--- config.mk ---
export PLATFORM = sky130hd
export DESIGN_NAME = mem_arbiter
export DESIGN_NICKNAME = d
export VERILOG_FILES = /design/src/mem_pkg.sv /design/src/mem_arbiter.sv
export SDC_FILE = /design/constraint.sdc
export NUM_CORES = 1
export LEC_CHECK = 0
export BUFFER_PORTS_ARGS = -buffer_cell sky130_fd_sc_hd__buf_2
export CORE_ASPECT_RATIO = 0.5
export CORE_MARGIN = 1.5
export CORE_UTILIZATION = 25
export DETAILED_ROUTE_END_ITERATION = 16
export MAX_ROUTING_LAYER = met4
export PLACE_DENSITY_LB_ADDON = 0.15
export SETUP_SLACK_MARGIN = 0.02
export SLEW_MARGIN = 20
export SYNTH_ARGS = -nofsm -noshare
export SYNTH_HDL_FRONTEND = slang
export SYNTH_SLANG_ARGS = --single-unit
--- constraint.sdc ---
create_clock -name vclk -period 0.8
set_input_delay 0.04 -clock vclk [all_inputs]
set_output_delay 0.04 -clock vclk [all_outputs]
set_load 0.01 [all_outputs]
--- src/mem_pkg.sv ---
package mem_pkg;

    // Default word-address width and the matching depth
    localparam int ADDR_W_DEF = 8;
    localparam int DEPTH_DEF  = 2 ** ADDR_W_DEF;

    // Width of one memory word
    localparam int DATA_W = 32;

    // Load/store opcodes from bits 15:9 of the instruction
    // Immediate, SP, literal and multiple forms only use bits 6:2,
    // so they are listed with their two low bits cleared
    typedef enum logic [6:0] {
        STR      = 7'b0101_000,
        STRH     = 7'b0101_001,
        STRB     = 7'b0101_010,
        LDRSB    = 7'b0101_011,
        LDR      = 7'b0101_100,
        LDRH     = 7'b0101_101,
        LDRB     = 7'b0101_110,
        LDRSH    = 7'b0101_111,
        STR_IMM  = 7'b0110_000,
        LDR_IMM  = 7'b0110_100,
        STRB_IMM = 7'b0111_000,
        LDRB_IMM = 7'b0111_100,
        STRH_IMM = 7'b1000_000,
        LDRH_IMM = 7'b1000_100,
        STR_SP   = 7'b1001_000,
        LDR_SP   = 7'b1001_100,
        LDR_LIT  = 7'b0100_100,
        STM      = 7'b1100_000,
        LDM      = 7'b1100_100,
        PUSH     = 7'b1011_010,
        POP      = 7'b1011_110
    } ls_op_e;

    // Access size encoded as the index of the highest lane touched
    typedef enum logic [1:0] {
        BYTE = 2'd0,
        HALF = 2'd1,
        WORD = 2'd3
    } acc_size_e;

    // One access towards the lane memory
    typedef struct packed {
        logic                  valid;
        logic                  write;
        acc_size_e             size;
        logic                  sign;
        logic [ADDR_W_DEF-1:0] addr;
        logic [DATA_W-1:0]     wdata;
    } acc_t;

endpackage

--- src/mem_arbiter.sv ---
module mem_arbiter (
    input  mem_pkg::acc_t cpu_acc,
    input  mem_pkg::acc_t load_acc,
    output mem_pkg::acc_t mem_acc,
    output logic          load_grant
);

    logic cpu_sel;

    // CPU always wins and is never held off
    assign cpu_sel = cpu_acc.valid;

    // Loader goes through on any cycle without a CPU access
    assign load_grant = load_acc.valid & ~cpu_sel;

    always_comb
    begin
        if (cpu_sel)
        begin
            mem_acc = cpu_acc;
        end
        else if (load_acc.valid)
        begin
            mem_acc = load_acc;
        end
        else
        begin
            // Keep the CPU fields when idle so the bus does not toggle
            mem_acc       = cpu_acc;
            mem_acc.valid = 1'b0;
        end
    end

endmodule

**Word level (Yosys, flattened, before mapping)**

Cells that the tools add are included.
W data, S select, Z words.

- Output and inout bits: 46
- Input bits: 90
- Register bits after elaboration: 0

- Muxes and demuxes: 2
- Bitwise operators: 2

Operators with widths:

| operator | count |
|---|---|
| $mux W45 | 2 |
| $and A1 B1 Y1 | 1 |
| $not A1 Y1 | 1 |

**Depth between registers and ports, before layout**

- Depth after elaboration: 2
- Depth in mapped cells: 4

**Worst setup path before layout**

No wires, ideal clock.

- Kind: input to output
- Start point: in load_acc[44] (netlist bit)
- End point: out mem_acc[33] (netlist bit)
- Slack: -0.011 ns
- Buffers on the path: 2
- Arrival: 0.771 ns
- Cell stages on the path: 4
- Data required time: 0.760 ns
- Path through: nor2b_4 -> buf_12 -> buf_12 -> mux2_4

RTL lines:

| element | RTL line | source |
|---|---|---|
| start: declaration | mem_arbiter.sv:3 | `input mem_pkg::acc_t load_acc,` |
| end: declaration | mem_arbiter.sv:4 | `output mem_pkg::acc_t mem_acc,` |

==> results.json <==
{
  "status": "finished with violations",
  "violations": "setup timing",
  "synth_top_area_cell": "mux2_4",
  "synthTopCellsByArea": "mux2_4 77%, buf_12 13%, mux2_2 7.4%",
  "synth_most_common_cell": "mux2_4",
  "powerDensity_mw_per_mm2": 619.8,
  "cpMaxStageDelayCell": "mux2_4",
  "grt_max_degree": 26,
  "die-area_sq_mm": 0.003408,
  "layout_setup_ws_ns": -0.2483,
  "fin_crit_ns": 1.048,
  "ff_latch_area_sq_um": 0,
  "grt_pass1_wl_um": 3939,
  "post_drt_wl_per_cell_um": 12.33,
  "max_freq_mhz": 953.9,
  "track_usage_pct": 14.60,
  "drc_errors": 0,
  "setup_violations": 44,
  "arrival_ns": 1.01,
  "critPathKind": "primary input to primary output",
  "gr-total-overflow": 0,
  "instances_no_fill": 224,
  "synth_cell_types": 5,
  "synth_top_area_share_pct": 76.85,
  "cp_data_required_time_ns": 0.76,
  "dp_cells": 222,
  "synth_area_per_cell_sq_um": 14.94,
  "max-vdd-ir-drop_mv": 0.2604,
  "drive_gt1_share_pct": 100.0,
  "antenna_found_initial": 0,
  "fin_crit_sh_pct": 131.0,
  "yosys-top-cells-count": "39 x mux2_4, 5 x buf_12, 5 x mux2_2",
  "worstPathMaxFanout": 5,
  "finalPower_mw": 0.9980,
  "fp-row-count": 13,
  "first_iter_violations": 11,
  "critPathLaunchType": "primary input",
  "cap_viol_max_count": 0,
  "totalWireLength_um": 2762,
  "mappedNetlistArea_sq_um": 762.0,
  "tightest_slew_ns": 0.1822,
  "ios": 136,
  "min_path_type": "primary input to primary output",
  "cts_hold_buf": 0,
  "final_max_slew_viol_count": 0,
  "rsz0062_at_grt": "yes",
  "io_buffers": 136,
  "worstPathCellList": "buf_6 > nor2b_4 > buf_4 > clkbuf_16 > mux2_4 > buf_2",
  "diodes": 0,
  "maxSlewHeadroom_pct": 87.86,
  "syn_nets": 141,
  "dieWidth_um": 81.08,
  "yosys_warnings": 0,
  "max_stage_delay_ns": 0.29,
  "static-leakage-power_nw": 0.9448,
  "detail-route-antenna-nets": 0,
  "synthCells": 51,
  "nNetsFinal": 279,
  "fin_hold_ws_ns": 0.3450,
  "drt_first_pass_iters": 3,
  "start_util_pct": 27.88,
  "clock_buffers": 0,
  "finalHoldViolCount": 0,
  "nFlopsAndLatches": 0,
  "syn_to_final_growth_pct": 111.3,
  "vias_per_cell": 4.165,
  "fin_area_sq_mm": 0.001610,
  "vias": 933,
  "critPathCaptureType": "primary output",
  "place_congestion": 0.7320,
  "core_sq_mm": 0.002733,
  "die_h_um": 42.04,
  "ys_seq_area_share_pct": 0,
  "placed_cell_area_sq_mm": 0.001424,
  "grt_pass1_vias": 903
}
placed cells by master (no fill, tap or decap):
cell type / synthesis / layout
nor2b_4: 1 / 1
buf_12: 5 / 2
or2_2: 1 / 1
buf_4: 0 / 2
mux2_4: 39 / 40
clkbuf_16: 0 / 1
buf_6: 0 / 22
mux2_2: 5 / 4
buf_2: 0 / 114
layer usage:
metal  vias up  track usage [%]  routed length (um)
met2        56            31.50                1518
met5         -                -                   0
met4         0                0                   0
li1        465                -                   -
met3         0            1.522                 256
met1       412            14.74                 988
worst paths after layout:
| kind | start | to | slack, ns | cells past startpoint |
|---|---|---|---|---|
| hold / removal | load_acc[44] | mem_acc[44] | 0.35 | 3 |
| setup / recovery | cpu_acc[44] | mem_acc[15] | -0.25 | 6 |
power breakdown:
| group | switching [mW] | internal (mW) |
|---|---|---|
| combinational | 0.344 | 0.654 |
| sequential | 0 | 0 |
| clock | 0 | 0 |
through the flow:
step / TNS [ns] / setup slack [ns] / util, %
6_report: -9.038 / -0.2483 / 58.93
3_5_place_dp: -10.67 / -0.2668 / 52.11
3_3_place_gp: -10.21 / -0.2587 / 52.11
5_1_grt: -10.43 / -0.2786 / 58.93
4_1_cts: -9.310 / -0.2390 / 57.05
2_1_floorplan: -0.2719 / -0.01069 / -
kinds of logic (layout without fill, tap and decap cells):
family,count (synthesis),after routing,synth area share (%)
buffers and inverters,5,141,13.14
muxes,44,44,84.24
and+or+nand+nor,2,2,2.627
layout make-up:
type               instances  area [sq um]
fillers                  241          1122
multi-input cells         46         665.6
well taps                 37         46.29
repair buffers           141         898.4
worst max-delay path: cells and delay by family:
kind	cells	cell delay, ns
mux	1	0.29
buf+inv	4	0.54
simple gates	1	0.14
repair_timing:
item / 4_1_cts / 5_1_grt
buffers inserted: 0 / 1
gates cloned: 0 / 1
setup endpoints to repair: 44 / 44
gates resized for setup: 22 / 4
Power figures use the tool's default switching activity.
