## src/mem_pkg.sv

```systemverilog
package mem_pkg;

    // Default word-address width and the matching depth
    localparam int ADDR_W_DEF = 8;
    localparam int DEPTH_DEF  = 2 ** ADDR_W_DEF;

    // Width of one memory word
    localparam int DATA_W = 32;

    // Load/store opcodes from bits 15:9 of the instruction
    // Immediate, SP, literal and multiple forms only use bits 6:2,
    // so they are listed with their two low bits cleared
    typedef enum logic [6:0] {
        STR      = 7'b0101_000,
        STRH     = 7'b0101_001,
        STRB     = 7'b0101_010,
        LDRSB    = 7'b0101_011,
        LDR      = 7'b0101_100,
        LDRH     = 7'b0101_101,
        LDRB     = 7'b0101_110,
        LDRSH    = 7'b0101_111,
        STR_IMM  = 7'b0110_000,
        LDR_IMM  = 7'b0110_100,
        STRB_IMM = 7'b0111_000,
        LDRB_IMM = 7'b0111_100,
        STRH_IMM = 7'b1000_000,
        LDRH_IMM = 7'b1000_100,
        STR_SP   = 7'b1001_000,
        LDR_SP   = 7'b1001_100,
        LDR_LIT  = 7'b0100_100,
        STM      = 7'b1100_000,
        LDM      = 7'b1100_100,
        PUSH     = 7'b1011_010,
        POP      = 7'b1011_110
    } ls_op_e;

    // Access size encoded as the index of the highest lane touched
    typedef enum logic [1:0] {
        BYTE = 2'd0,
        HALF = 2'd1,
        WORD = 2'd3
    } acc_size_e;

    // One access towards the lane memory
    typedef struct packed {
        logic                  valid;
        logic                  write;
        acc_size_e             size;
        logic                  sign;
        logic [ADDR_W_DEF-1:0] addr;
        logic [DATA_W-1:0]     wdata;
    } acc_t;

endpackage

```

## src/access_decode.sv

```systemverilog
module access_decode #(
    parameter int ADDR_W = mem_pkg::ADDR_W_DEF
) (
    input  logic                       cpu_req,
    input  logic [6:0]                 cpu_opcode,
    input  logic [ADDR_W-1:0]          cpu_addr,
    input  logic [mem_pkg::DATA_W-1:0] cpu_wdata,
    output mem_pkg::acc_t              cpu_acc
);

    import mem_pkg::*;

    ls_op_e    op_full;
    ls_op_e    op_form;
    logic      known;
    logic      write;
    acc_size_e size;
    logic      sign;

    // Full code for register forms and push/pop
    assign op_full = ls_op_e'(cpu_opcode);
    // Low two bits masked for the forms that only use bits 6:2
    assign op_form = ls_op_e'({cpu_opcode[6:2], 2'b00});

    always_comb
    begin
        known = 1'b1;
        write = 1'b0;
        size  = WORD;
        sign  = 1'b0;
        case (op_full)
            STR:
                write = 1'b1;
            STRH:
            begin
                write = 1'b1;
                size  = HALF;
            end
            STRB:
            begin
                write = 1'b1;
                size  = BYTE;
            end
            LDR:
                size = WORD;
            LDRH:
                size = HALF;
            LDRB:
                size = BYTE;
            LDRSB:
            begin
                size = BYTE;
                sign = 1'b1;
            end
            LDRSH:
            begin
                size = HALF;
                sign = 1'b1;
            end
            // Only the single-word step of a push or pop
            PUSH:
                write = 1'b1;
            POP:
                write = 1'b0;
            default:
            begin
                case (op_form)
                    STR_IMM, STR_SP, STM:
                        write = 1'b1;
                    LDR_IMM, LDR_SP, LDR_LIT, LDM:
                        write = 1'b0;
                    STRB_IMM:
                    begin
                        write = 1'b1;
                        size  = BYTE;
                    end
                    LDRB_IMM:
                        size = BYTE;
                    STRH_IMM:
                    begin
                        write = 1'b1;
                        size  = HALF;
                    end
                    LDRH_IMM:
                        size = HALF;
                    default:
                        known = 1'b0;
                endcase
            end
        endcase
    end

    assign cpu_acc.valid = cpu_req & known;
    assign cpu_acc.write = write;
    assign cpu_acc.size  = size;
    assign cpu_acc.sign  = sign;
    assign cpu_acc.addr  = ADDR_W_DEF'(cpu_addr);
    assign cpu_acc.wdata = cpu_wdata;

endmodule

```

## config.mk

```make
export PLATFORM = sky130hd
export DESIGN_NAME = access_decode
export DESIGN_NICKNAME = d
export VERILOG_FILES = /design/src/mem_pkg.sv /design/src/access_decode.sv
export SDC_FILE = /design/constraint.sdc
export NUM_CORES = 1
export LEC_CHECK = 0
export BUFFER_PORTS_ARGS = -buffer_cell sky130_fd_sc_hd__buf_4
export CORE_MARGIN = 2
export CORE_UTILIZATION = 27
export DETAILED_ROUTE_END_ITERATION = 7
export MAX_ROUTING_LAYER = met4
export PLACE_DENSITY = 0.95
export SYNTH_ARGS = -nofsm -noshare
export SYNTH_HDL_FRONTEND = slang
export SYNTH_SLANG_ARGS = --single-unit
```

## constraint.sdc

```tcl
create_clock -name vclk -period 1.6
set_input_delay 0.32 -clock vclk [all_inputs]
set_output_delay 0.32 -clock vclk [all_outputs]
set_load 0.02 [all_outputs]
```

======== Word level (Yosys, flattened, before mapping) ========
Index checks and enable logic that the tools add are counted.
storage, ports and cells
  register bits ........................... 0
  input bits .............................. 48
  output and inout port bits .............. 45
  word-level logic and storage cells ...... 40
operators by class
  equal/unequal tests ..................... 21
  multiplexer cells ....................... 7
  bitwise gates (word level) .............. 1
  reduce and logical (&&, ||, !) cells .... 11
operators with widths
  kind                count
  $eq 7x6->1 const B  8
  $eq 5x5->1 const B  6
  $eq 5x4->1 const B  5
  $eq 7x7->1 const B  2
  $reduce_or 11->1    1
  $reduce_or 10->1    1
  $reduce_or 4->1     2
  $pmux 2 s3          1
  $reduce_or 2->1     3
  $reduce_or 3->1     2
  $reduce_or 6->1     1
  $reduce_or 5->1     1
  $mux 1              4
  $pmux 2 s2          1
  $pmux 1 s2          1
  $and 1x1->1         1

======== Logic depth before layout (Yosys ltp) ========
  depth in word-level cells ............... 5
  gate-level depth with buffers ........... 4
  mapped depth without buffers ............ 3

======== Worst setup path before layout ========
No wires, ideal clock.
  path kind ............................... input to output
  start ................................... input port cpu_opcode[4]
  end ..................................... output port cpu_acc[42] (netlist name)
  arrival time ............................ 1.052 ns
  data required time ...................... 1.280 ns
  path slack .............................. 0.228 ns
  stages .................................. 2
  cell sequence ........................... or3_1 > a21oi_1
RTL lines
  what             RTL line            RTL
  start, declared  access_decode.sv:5  input logic [6:0] cpu_opcode,
  end, declared    access_decode.sv:8  output mem_pkg::acc_t cpu_acc

==> metrics.txt <==
floorplan die height=around 44 µm; CP Data Arrival Time=about 1100 ps; first-pass iteration count of the detailed router=4; grt ovf=0; largest net degree at the start of global routing=8; hpwl dp=561.9 µm; Avg Vias per Cell=5.085; sequential area share after synthesis=0; hold crit path type=input port to primary output; endpoint class of the critical path=primary output; final hold violation count=0; Hold Path Sink=cpu_acc[11]; crit start category=input port; fin nets=~80; Synth Area in XOR/XNOR=0; final setup vio count=0; die area=1935 µm²; Synth top area share=0.7304; Post-Synth Simple-Gate Area=0.1507; worst-path maximum fanout=7; total power=60.70 µW; area of the multi-input gates=between 100 and 150 µm²; Finished Core Util=0.1553; Tcrit/Tclk final=0.9006; DRT antenna net count=0; GPL Wtd Cong=0.6479; Critical Path RT=1280 ps; YS warnings=0; DP Worst Slack=around 160 ps; Leakage=0.0001031 µW; FF+latch count=0; Total GRT Usage=0.06174; hold depth=0; row cnt=14; Slew Viols, Final=0; initial core utilization=0.2865; Post-Synthesis Cells=60; Tmin final=1441 ps; final worst slack=between 150 and 200 ps; Synth area leaders=buf_4 (73%), nand2_1 (2.6%), a32o_1 (2.3%), a41o_1 (2.3%), nor4bb_1 (2.3%); antenna violations before repair=0; crit path kind=input port to primary output; RSZ-0062 raised after global routing=false; slew margin rel.=0.8006; IO Count=93; # diodes=0; fin area=roughly 230 µm²; Syn Area/Cell=7.194 µm²; Core Area=about 1500 µm²; Max VDD drop=a little under 0.07 mV; first-pass GRT wire length=about 910 µm; Yosys cell types=16; top post-synthesis cells by count=buf_4 (42), nand2_1 (3), o21ai_0 (2); fmax=0.6939 GHz; via count=between 200 and 250; share of layout cells above drive strength 1=0.4516; Clock buffer cells=0; Placed Area=roughly 230 µm²; drt total wl=694 µm; WL per Instance=14.77 µm; worst slew pin tran=296.3 ps; cts hold-fix bufs=0; Mapped Area=about 430 µm²; status=finished, final reports clean; syn_nets=108; PortBufs=13; # DRC=0; complex-gate fraction of the synthesized area=0.1188; iteration-0 DRC count of the detailed router=3; mux cell area share after synthesis=0; top-count cell post-synth=buf_4; die width=43.99 µm; largest family of logic cells by synthesized area=buffers and inverters; hold path startpoint=cpu_wdata[11]; synthesis-to-layout area growth=-45.80%; FILL cells=176; PD cells=259.4 nW/µm²; Register Area=0 µm²; final setup TNS=0 ps; max-cap viol count=0; post-CTS sizing=0; Post-Synth Adder-Cell Area=0; area leader, netlist=buf_4; Setup Fix Bufs, Post-CTS=0; vias in the first global route=206
[worst max-delay path, cell delays in order]
cell and delay, ps:
buf_4 130, or3_1 370, a21oi_1 150, buf_4 150
[area by class of cell]
type               instances  area share
repair buffers            13      0.4171
well taps                 16     0.08556
multi-input cells         18      0.4973
[metal layers]
layer  track usage  up-vias  part of all wire
met3       0.02917       10              0.20
li1              -      100                 -
met4       0.06061        0             0.046
met1       0.08148      102              0.42
met2       0.06176       27              0.32
met5             -        -                 0
[where the power goes]
| part | internal (µW) | total, µW | switching [µW] |
|---|---|---|---|
| Sequential | 0 | 0 | 0 |
| Combinational | 30.6 | 60.7 | 30.1 |
| Clock | 0 | 0 | 0 |
[metrics by stage]
step | std cells | hold WS [ps]
after floorplan | 60 | 752.6
after global placement | 47 | 640.1
after detailed placement | 47 | 640.1
after CTS | 47 | 640.1
after global routing | 47 | 640.0
final | 47 | 640.0
[cell usage in the layout (no fill, tap or decap)]
cell and count:
buf_4 13, nand2_1 3, o21ai_0 2, nor2b_1 1, nor3b_1 1, a21o_2 1
a32o_1 1, nor4_1 1, nor2_1 1, or3_1 1, nor4b_1 1, a21oi_1 1
a21boi_0 1, nor3_1 1, nor4bb_1 1, a41o_1 1
[worst max-delay path by stage]
stage                        startpoint          end  slack [ps]  cells after the start
final                     cpu_opcode[4]  cpu_acc[42]         160                      4
after global routing      cpu_opcode[3]  cpu_acc[44]         110                      5
after CTS                 cpu_opcode[4]  cpu_acc[42]         150                      4
after detailed placement  cpu_opcode[4]  cpu_acc[42]         160                      4
after global placement    cpu_opcode[4]  cpu_acc[42]         170                      4
after floorplan           cpu_opcode[4]  cpu_acc[42]         230                      2
[kinds of logic (layout without fill, tap and decap cells)]
group / after synthesis / after routing
buffers and inverters: 42 / 13
AO/OA/AOI/OAI: 7 / 7
AND/OR/NAND/NOR: 11 / 11
Note: power is estimated with default switching activity, not from simulation.
