<file path="config.mk">
export PLATFORM = sky130hd
export DESIGN_NAME = mem_loader
export DESIGN_NICKNAME = d
export VERILOG_FILES = /design/src/mem_pkg.sv /design/src/mem_loader.sv
export SDC_FILE = /design/constraint.sdc
export NUM_CORES = 1
export LEC_CHECK = 0
export ABC_CLOCK_PERIOD_IN_PS = 6750
export BUFFER_PORTS_ARGS = -buffer_cell sky130_fd_sc_hd__buf_2
export CORE_MARGIN = 2
export CORE_UTILIZATION = 43
export CTS_CLUSTER_DIAMETER = 150
export CTS_CLUSTER_SIZE = 14
export DETAILED_ROUTE_END_ITERATION = 6
export PLACE_DENSITY = 0.82
export REMOVE_ABC_BUFFERS = 1
export SLEW_MARGIN = 5
export SYNTH_ARGS = -nofsm -noshare
export SYNTH_HDL_FRONTEND = slang
export SYNTH_SLANG_ARGS = --single-unit
</file>
<file path="constraint.sdc">
create_clock -name clk -period 6.75 [get_ports clk]
set_input_delay 1.35 -clock clk [delete_from_list [all_inputs] [get_ports clk]]
set_output_delay 1.35 -clock clk [all_outputs]
set_load 0.05 [all_outputs]
</file>
<file path="src/mem_pkg.sv">
package mem_pkg;

    // Default word-address width and the matching depth
    localparam int ADDR_W_DEF = 8;
    localparam int DEPTH_DEF  = 2 ** ADDR_W_DEF;

    // Width of one memory word
    localparam int DATA_W = 32;

    // Load/store opcodes from bits 15:9 of the instruction
    // Immediate, SP, literal and multiple forms only use bits 6:2,
    // so they are listed with their two low bits cleared
    typedef enum logic [6:0] {
        STR      = 7'b0101_000,
        STRH     = 7'b0101_001,
        STRB     = 7'b0101_010,
        LDRSB    = 7'b0101_011,
        LDR      = 7'b0101_100,
        LDRH     = 7'b0101_101,
        LDRB     = 7'b0101_110,
        LDRSH    = 7'b0101_111,
        STR_IMM  = 7'b0110_000,
        LDR_IMM  = 7'b0110_100,
        STRB_IMM = 7'b0111_000,
        LDRB_IMM = 7'b0111_100,
        STRH_IMM = 7'b1000_000,
        LDRH_IMM = 7'b1000_100,
        STR_SP   = 7'b1001_000,
        LDR_SP   = 7'b1001_100,
        LDR_LIT  = 7'b0100_100,
        STM      = 7'b1100_000,
        LDM      = 7'b1100_100,
        PUSH     = 7'b1011_010,
        POP      = 7'b1011_110
    } ls_op_e;

    // Access size encoded as the index of the highest lane touched
    typedef enum logic [1:0] {
        BYTE = 2'd0,
        HALF = 2'd1,
        WORD = 2'd3
    } acc_size_e;

    // One access towards the lane memory
    typedef struct packed {
        logic                  valid;
        logic                  write;
        acc_size_e             size;
        logic                  sign;
        logic [ADDR_W_DEF-1:0] addr;
        logic [DATA_W-1:0]     wdata;
    } acc_t;

endpackage

</file>
<file path="src/mem_loader.sv">
module mem_loader #(
    parameter int ADDR_W = mem_pkg::ADDR_W_DEF
) (
    input  logic                       clk,
    input  logic                       rst_n,
    input  logic                       load_valid,
    input  logic [ADDR_W-1:0]          load_addr,
    input  logic [mem_pkg::DATA_W-1:0] load_data,
    input  logic                       load_grant,
    output mem_pkg::acc_t              load_acc,
    output logic                       load_busy
);

    import mem_pkg::*;

    logic              busy_q;
    logic [ADDR_W-1:0] addr_q;
    logic [DATA_W-1:0] data_q;

    // Busy from capture until the write is granted
    always_ff @(posedge clk)
    begin
        if (!rst_n)
        begin
            busy_q <= 1'b0;
        end
        else if (busy_q)
        begin
            busy_q <= ~load_grant;
        end
        else
        begin
            busy_q <= load_valid;
        end
    end

    // New word only taken while idle
    always_ff @(posedge clk)
    begin
        if (load_valid && !busy_q)
        begin
            addr_q <= load_addr;
            data_q <= load_data;
        end
    end

    assign load_acc.valid = busy_q;
    assign load_acc.write = 1'b1;
    assign load_acc.size  = WORD;
    assign load_acc.sign  = 1'b0;
    assign load_acc.addr  = ADDR_W_DEF'(addr_q);
    assign load_acc.wdata = data_q;

    assign load_busy = busy_q;

endmodule

</file>
**Word-level counts from Yosys, hierarchy flattened**

Cells that the tools add are included.
Widths: inputs -> output; s select.

- Muxes and demuxes: 1
- Bitwise operators: 1
- Reduce and logical (&&, ||, !) cells: 2

Operators by type and width:

| kind | count |
|---|---|
| $logic_and 1x1->1 | 1 |
| $logic_not 1->1 | 1 |
| $mux 1 | 1 |
| $not 1->1 | 1 |

- Flip-flop bits (word level): 41
- Bits of input ports: 44
- Output and inout port bits: 46
- Word-level logic and storage cells: 7

**Depth between registers and ports, before layout**

- Depth in word-level cells: 2
- Depth in mapped cells: 2
- Gate-level depth less buffers: 2

**Least setup slack after synthesis**

No wires, ideal clock.

- Path type: input-to-reg
- From: input load_valid
- To: register addr_q[0], enable pin
- Setup time: 441 ps
- Arrival time: 3139 ps
- Required time: 6309 ps
- Slack: 3169 ps
- Stages: 1
- Cell sequence: nor2b_1

- Cells in the longest elaborated chain, start to end: 1

Ends and longest elaborated chain:

| element | line | source |
|---|---|---|
| start, declared | mem_loader.sv:6 | `input logic load_valid,` |
| $logic_and 1x1->1 | mem_loader.sv:40 | `if (load_valid && !busy_q)` |
| end signal, assigned | mem_loader.sv:42 | `addr_q <= load_addr;` |
| end, declared | mem_loader.sv:17 | `logic [ADDR_W-1:0] addr_q;` |

Every way passes these cells.
A chain may end at the register's enable or synchronous reset.

**Worst setup path after layout**

- From: register busy_q, in the netlist load_busy
- To: output load_busy

RTL lines:

| element | line | source |
|---|---|---|
| start, declared | mem_loader.sv:16 | `logic busy_q;` |
| start signal, assigned | mem_loader.sv:29 | `busy_q <= ~load_grant;` |
| start signal, assigned | mem_loader.sv:33 | `busy_q <= load_valid;` |
| end, declared | mem_loader.sv:11 | `output logic load_busy` |

No word-level cell between the ends.

==> results.sh <==
export IMPL_crit_reg2reg_capture="addr_q[6]"
export IMPL_maxCapViolations=0
export IMPL_fin_ws_ns=4.29
export IMPL_ioPinCount=90
export IMPL_synth_warnings=0
export IMPL_maxSlewHeadroom_pct=30.2
export IMPL_grt_pass1_wl_um=3500
export IMPL_netlist_area_um2=1290
export IMPL_reg2reg_from="load_busy"
export IMPL_drv_slew=0
export IMPL_die_h_um=58.7
export IMPL_dp_cells=164
export IMPL_crit_path_cell_trace="buf_2"
export IMPL_cp_num_buf_inv=1
export IMPL_wl_um=2350
export IMPL_yosysSeqAreaShare_pct=94.9
export IMPL_crit_type="reg2out"
export IMPL_root_buffer="clkbuf_4"
export IMPL_start_util_pct=45.9
export IMPL_cts_sinks=41
export IMPL_min_period_ns=2.46
export IMPL_ys_types=7
export IMPL_yosysTopAreaCellShare_pct=93.4
export IMPL_cts_buffers=5
export IMPL_grt_use_total_pct=14.7
export IMPL_worst_pin_slew_ns=1.04
export IMPL_slowest_stage="dfxtp_1"
export IMPL_clk_pin_slew_ns=0.11
export IMPL_fmax_ghz=0.407
export IMPL_clockBufferDepth=2
export IMPL_min_path_type="reg2reg"
export IMPL_synthToLayoutAreaGrowth_pct=38.3
export IMPL_fin_nets=184
export IMPL_cp_max_fo=5
export IMPL_place_hpwl_um=1720
export IMPL_cp_startpoint="load_busy"
export IMPL_layout_commonest_cell="buf_2"
export IMPL_min_period_over_period_pct=36.4
export IMPL_irDropWorstVdd_uv=198
export IMPL_r2r_slack_ns=5.15
export IMPL_drc=4
export IMPL_critical_path_max_stage_delay_ns=0.46
export IMPL_htreeDepth=2
export IMPL_synth_cells=51
export IMPL_layout_common_cells="buf_2, edfxtp_1, clkbuf_4, conb_1, clkinv_2"
export IMPL_antenna_found_initial=0
export IMPL_grt_pass1_vias=793
export IMPL_drive_gt1_share_pct=66.0
export IMPL_reg2regPathDepth=1
export IMPL_hold_viol=0
export IMPL_crit_path_start_kind="register"
export IMPL_diodes=0
export IMPL_endpoint="load_busy"
export IMPL_synth_seq_cells=41
export IMPL_worstSkewPairLatency_ns=0.33
export IMPL_place_ws_ns=4.05
export IMPL_place_gp_congestion=0.671
export IMPL_ant_nets=0
export IMPL_die_x_um=58.7
export IMPL_tritoncts="yes"
export IMPL_setup_viol_count_final=0
export IMPL_crit_family="flip-flops"
export IMPL_cp_depth=1
export IMPL_routed_via_density=4.59
export IMPL_post_synth_cell_area_avg_um2=25.2
export IMPL_vias=790
export IMPL_status="finished, violations left"
export IMPL_row_count=19
export IMPL_rsz0062_at_grt="no"
export IMPL_ctsHoldBuffers=0
export IMPL_finalClockSkew_ns=0.00545
export IMPL_post_cts_buffers=0
export IMPL_die_area_um2=3440
export IMPL_placed_area_um2=1730
export IMPL_grt_overflow=0
export IMPL_drt_initial_drc_count=16
export IMPL_cp_data_required_time_ns=5.40
export IMPL_postCtsResizedCells=0
export IMPL_core_um2=2810
export IMPL_grt_max_degree=41
export IMPL_critPathArrivalTime_ns=1.11
export IMPL_synth_top_area_cell="edfxtp_1"
export IMPL_fin_area_um2=1780
export IMPL_wl_per_cell_um=13.7
export IMPL_cellPowerDensity_nw_per_um2=285
export IMPL_ys_top_cells_by_area="edfxtp_1, buf_4, dfxtp_1"
export IMPL_instances_no_fill=172
export IMPL_endpoint_kind="output port"
export IMPL_finalSetupTns_ns=0
export IMPL_drt_first_pass_iters=6
export IMPL_violations="DRC"
export IMPL_io_buffers=85
export IMPL_cellLeakagePower_uw=0.000790
## worst min-delay path by stage
stage                 to  depth (start not counted)      start  slack [ns]
2_1_floorplan  load_busy                          2  load_busy        0.94
3_3_place_gp   load_busy                          2  load_busy        0.59
3_5_place_dp   load_busy                          2  load_busy        0.61
4_1_cts        load_busy                          2  load_busy        0.64
5_1_grt        load_busy                          1  load_busy        0.66
6_report       load_busy                          2  load_busy        0.63
## where the power goes
part	switching [uW]	internal (uW)
sequential	4.01	298
clock	72.9	39.7
combinational	72.9	19.3
## registers in the layout, indices dropped and copies added (netlist names)
| register | count |
|---|---|
| data_q | 32 |
| load_busy | 1 |
| addr_q | 8 |
## synth_stat cells
cell	n
dfxtp_1	1
conb_1	2
edfxtp_1	40
nand2_1	1
o211a_1	1
nor2b_1	1
buf_4	5
## cell type report
type,instances,area (um^2)
fill,214,1030
clock buffer,6,41.3
multi-input combinational,7,42.5
timing repair buffer,85,425
sequential,41,1220
clock inverter,2,10.0
tap,31,38.8
## cell families (layout without fill, tap and decap cells)
| logic type | after synthesis | in the layout | synth area share [%] |
|---|---|---|---|
| buffers and inverters | 5 | 93 | 2.92 |
| AOI/OAI and AO/OA | 1 | 1 | 0.778 |
| and+or+nand+nor | 2 | 2 | 0.778 |
| DFF | 41 | 41 | 94.9 |
| other | 2 | 4 | 0.584 |
## through the flow
step / hold WS, ns / power [uW] / util (%)
after detailed placement: 0.614 / 400 / 61.6
final: 0.632 / 507 / 63.4
after global placement: 0.589 / 398 / 61.6
after CTS: 0.639 / 511 / 63.4
after global routing: 0.658 / 525 / 63.4
after floorplan: 0.945 / 373 / -
## routing by layer
metal | track usage [%] | vias to the layer above | part of all wire, %
met5 | 0 | - | 0
met4 | 8.77 | 0 | 2.5
met3 | 11.2 | 6 | 16
met2 | 21.5 | 62 | 48
met1 | 14.8 | 357 | 33
li1 | - | 365 | -
Note: power is estimated with default switching activity, not from simulation.
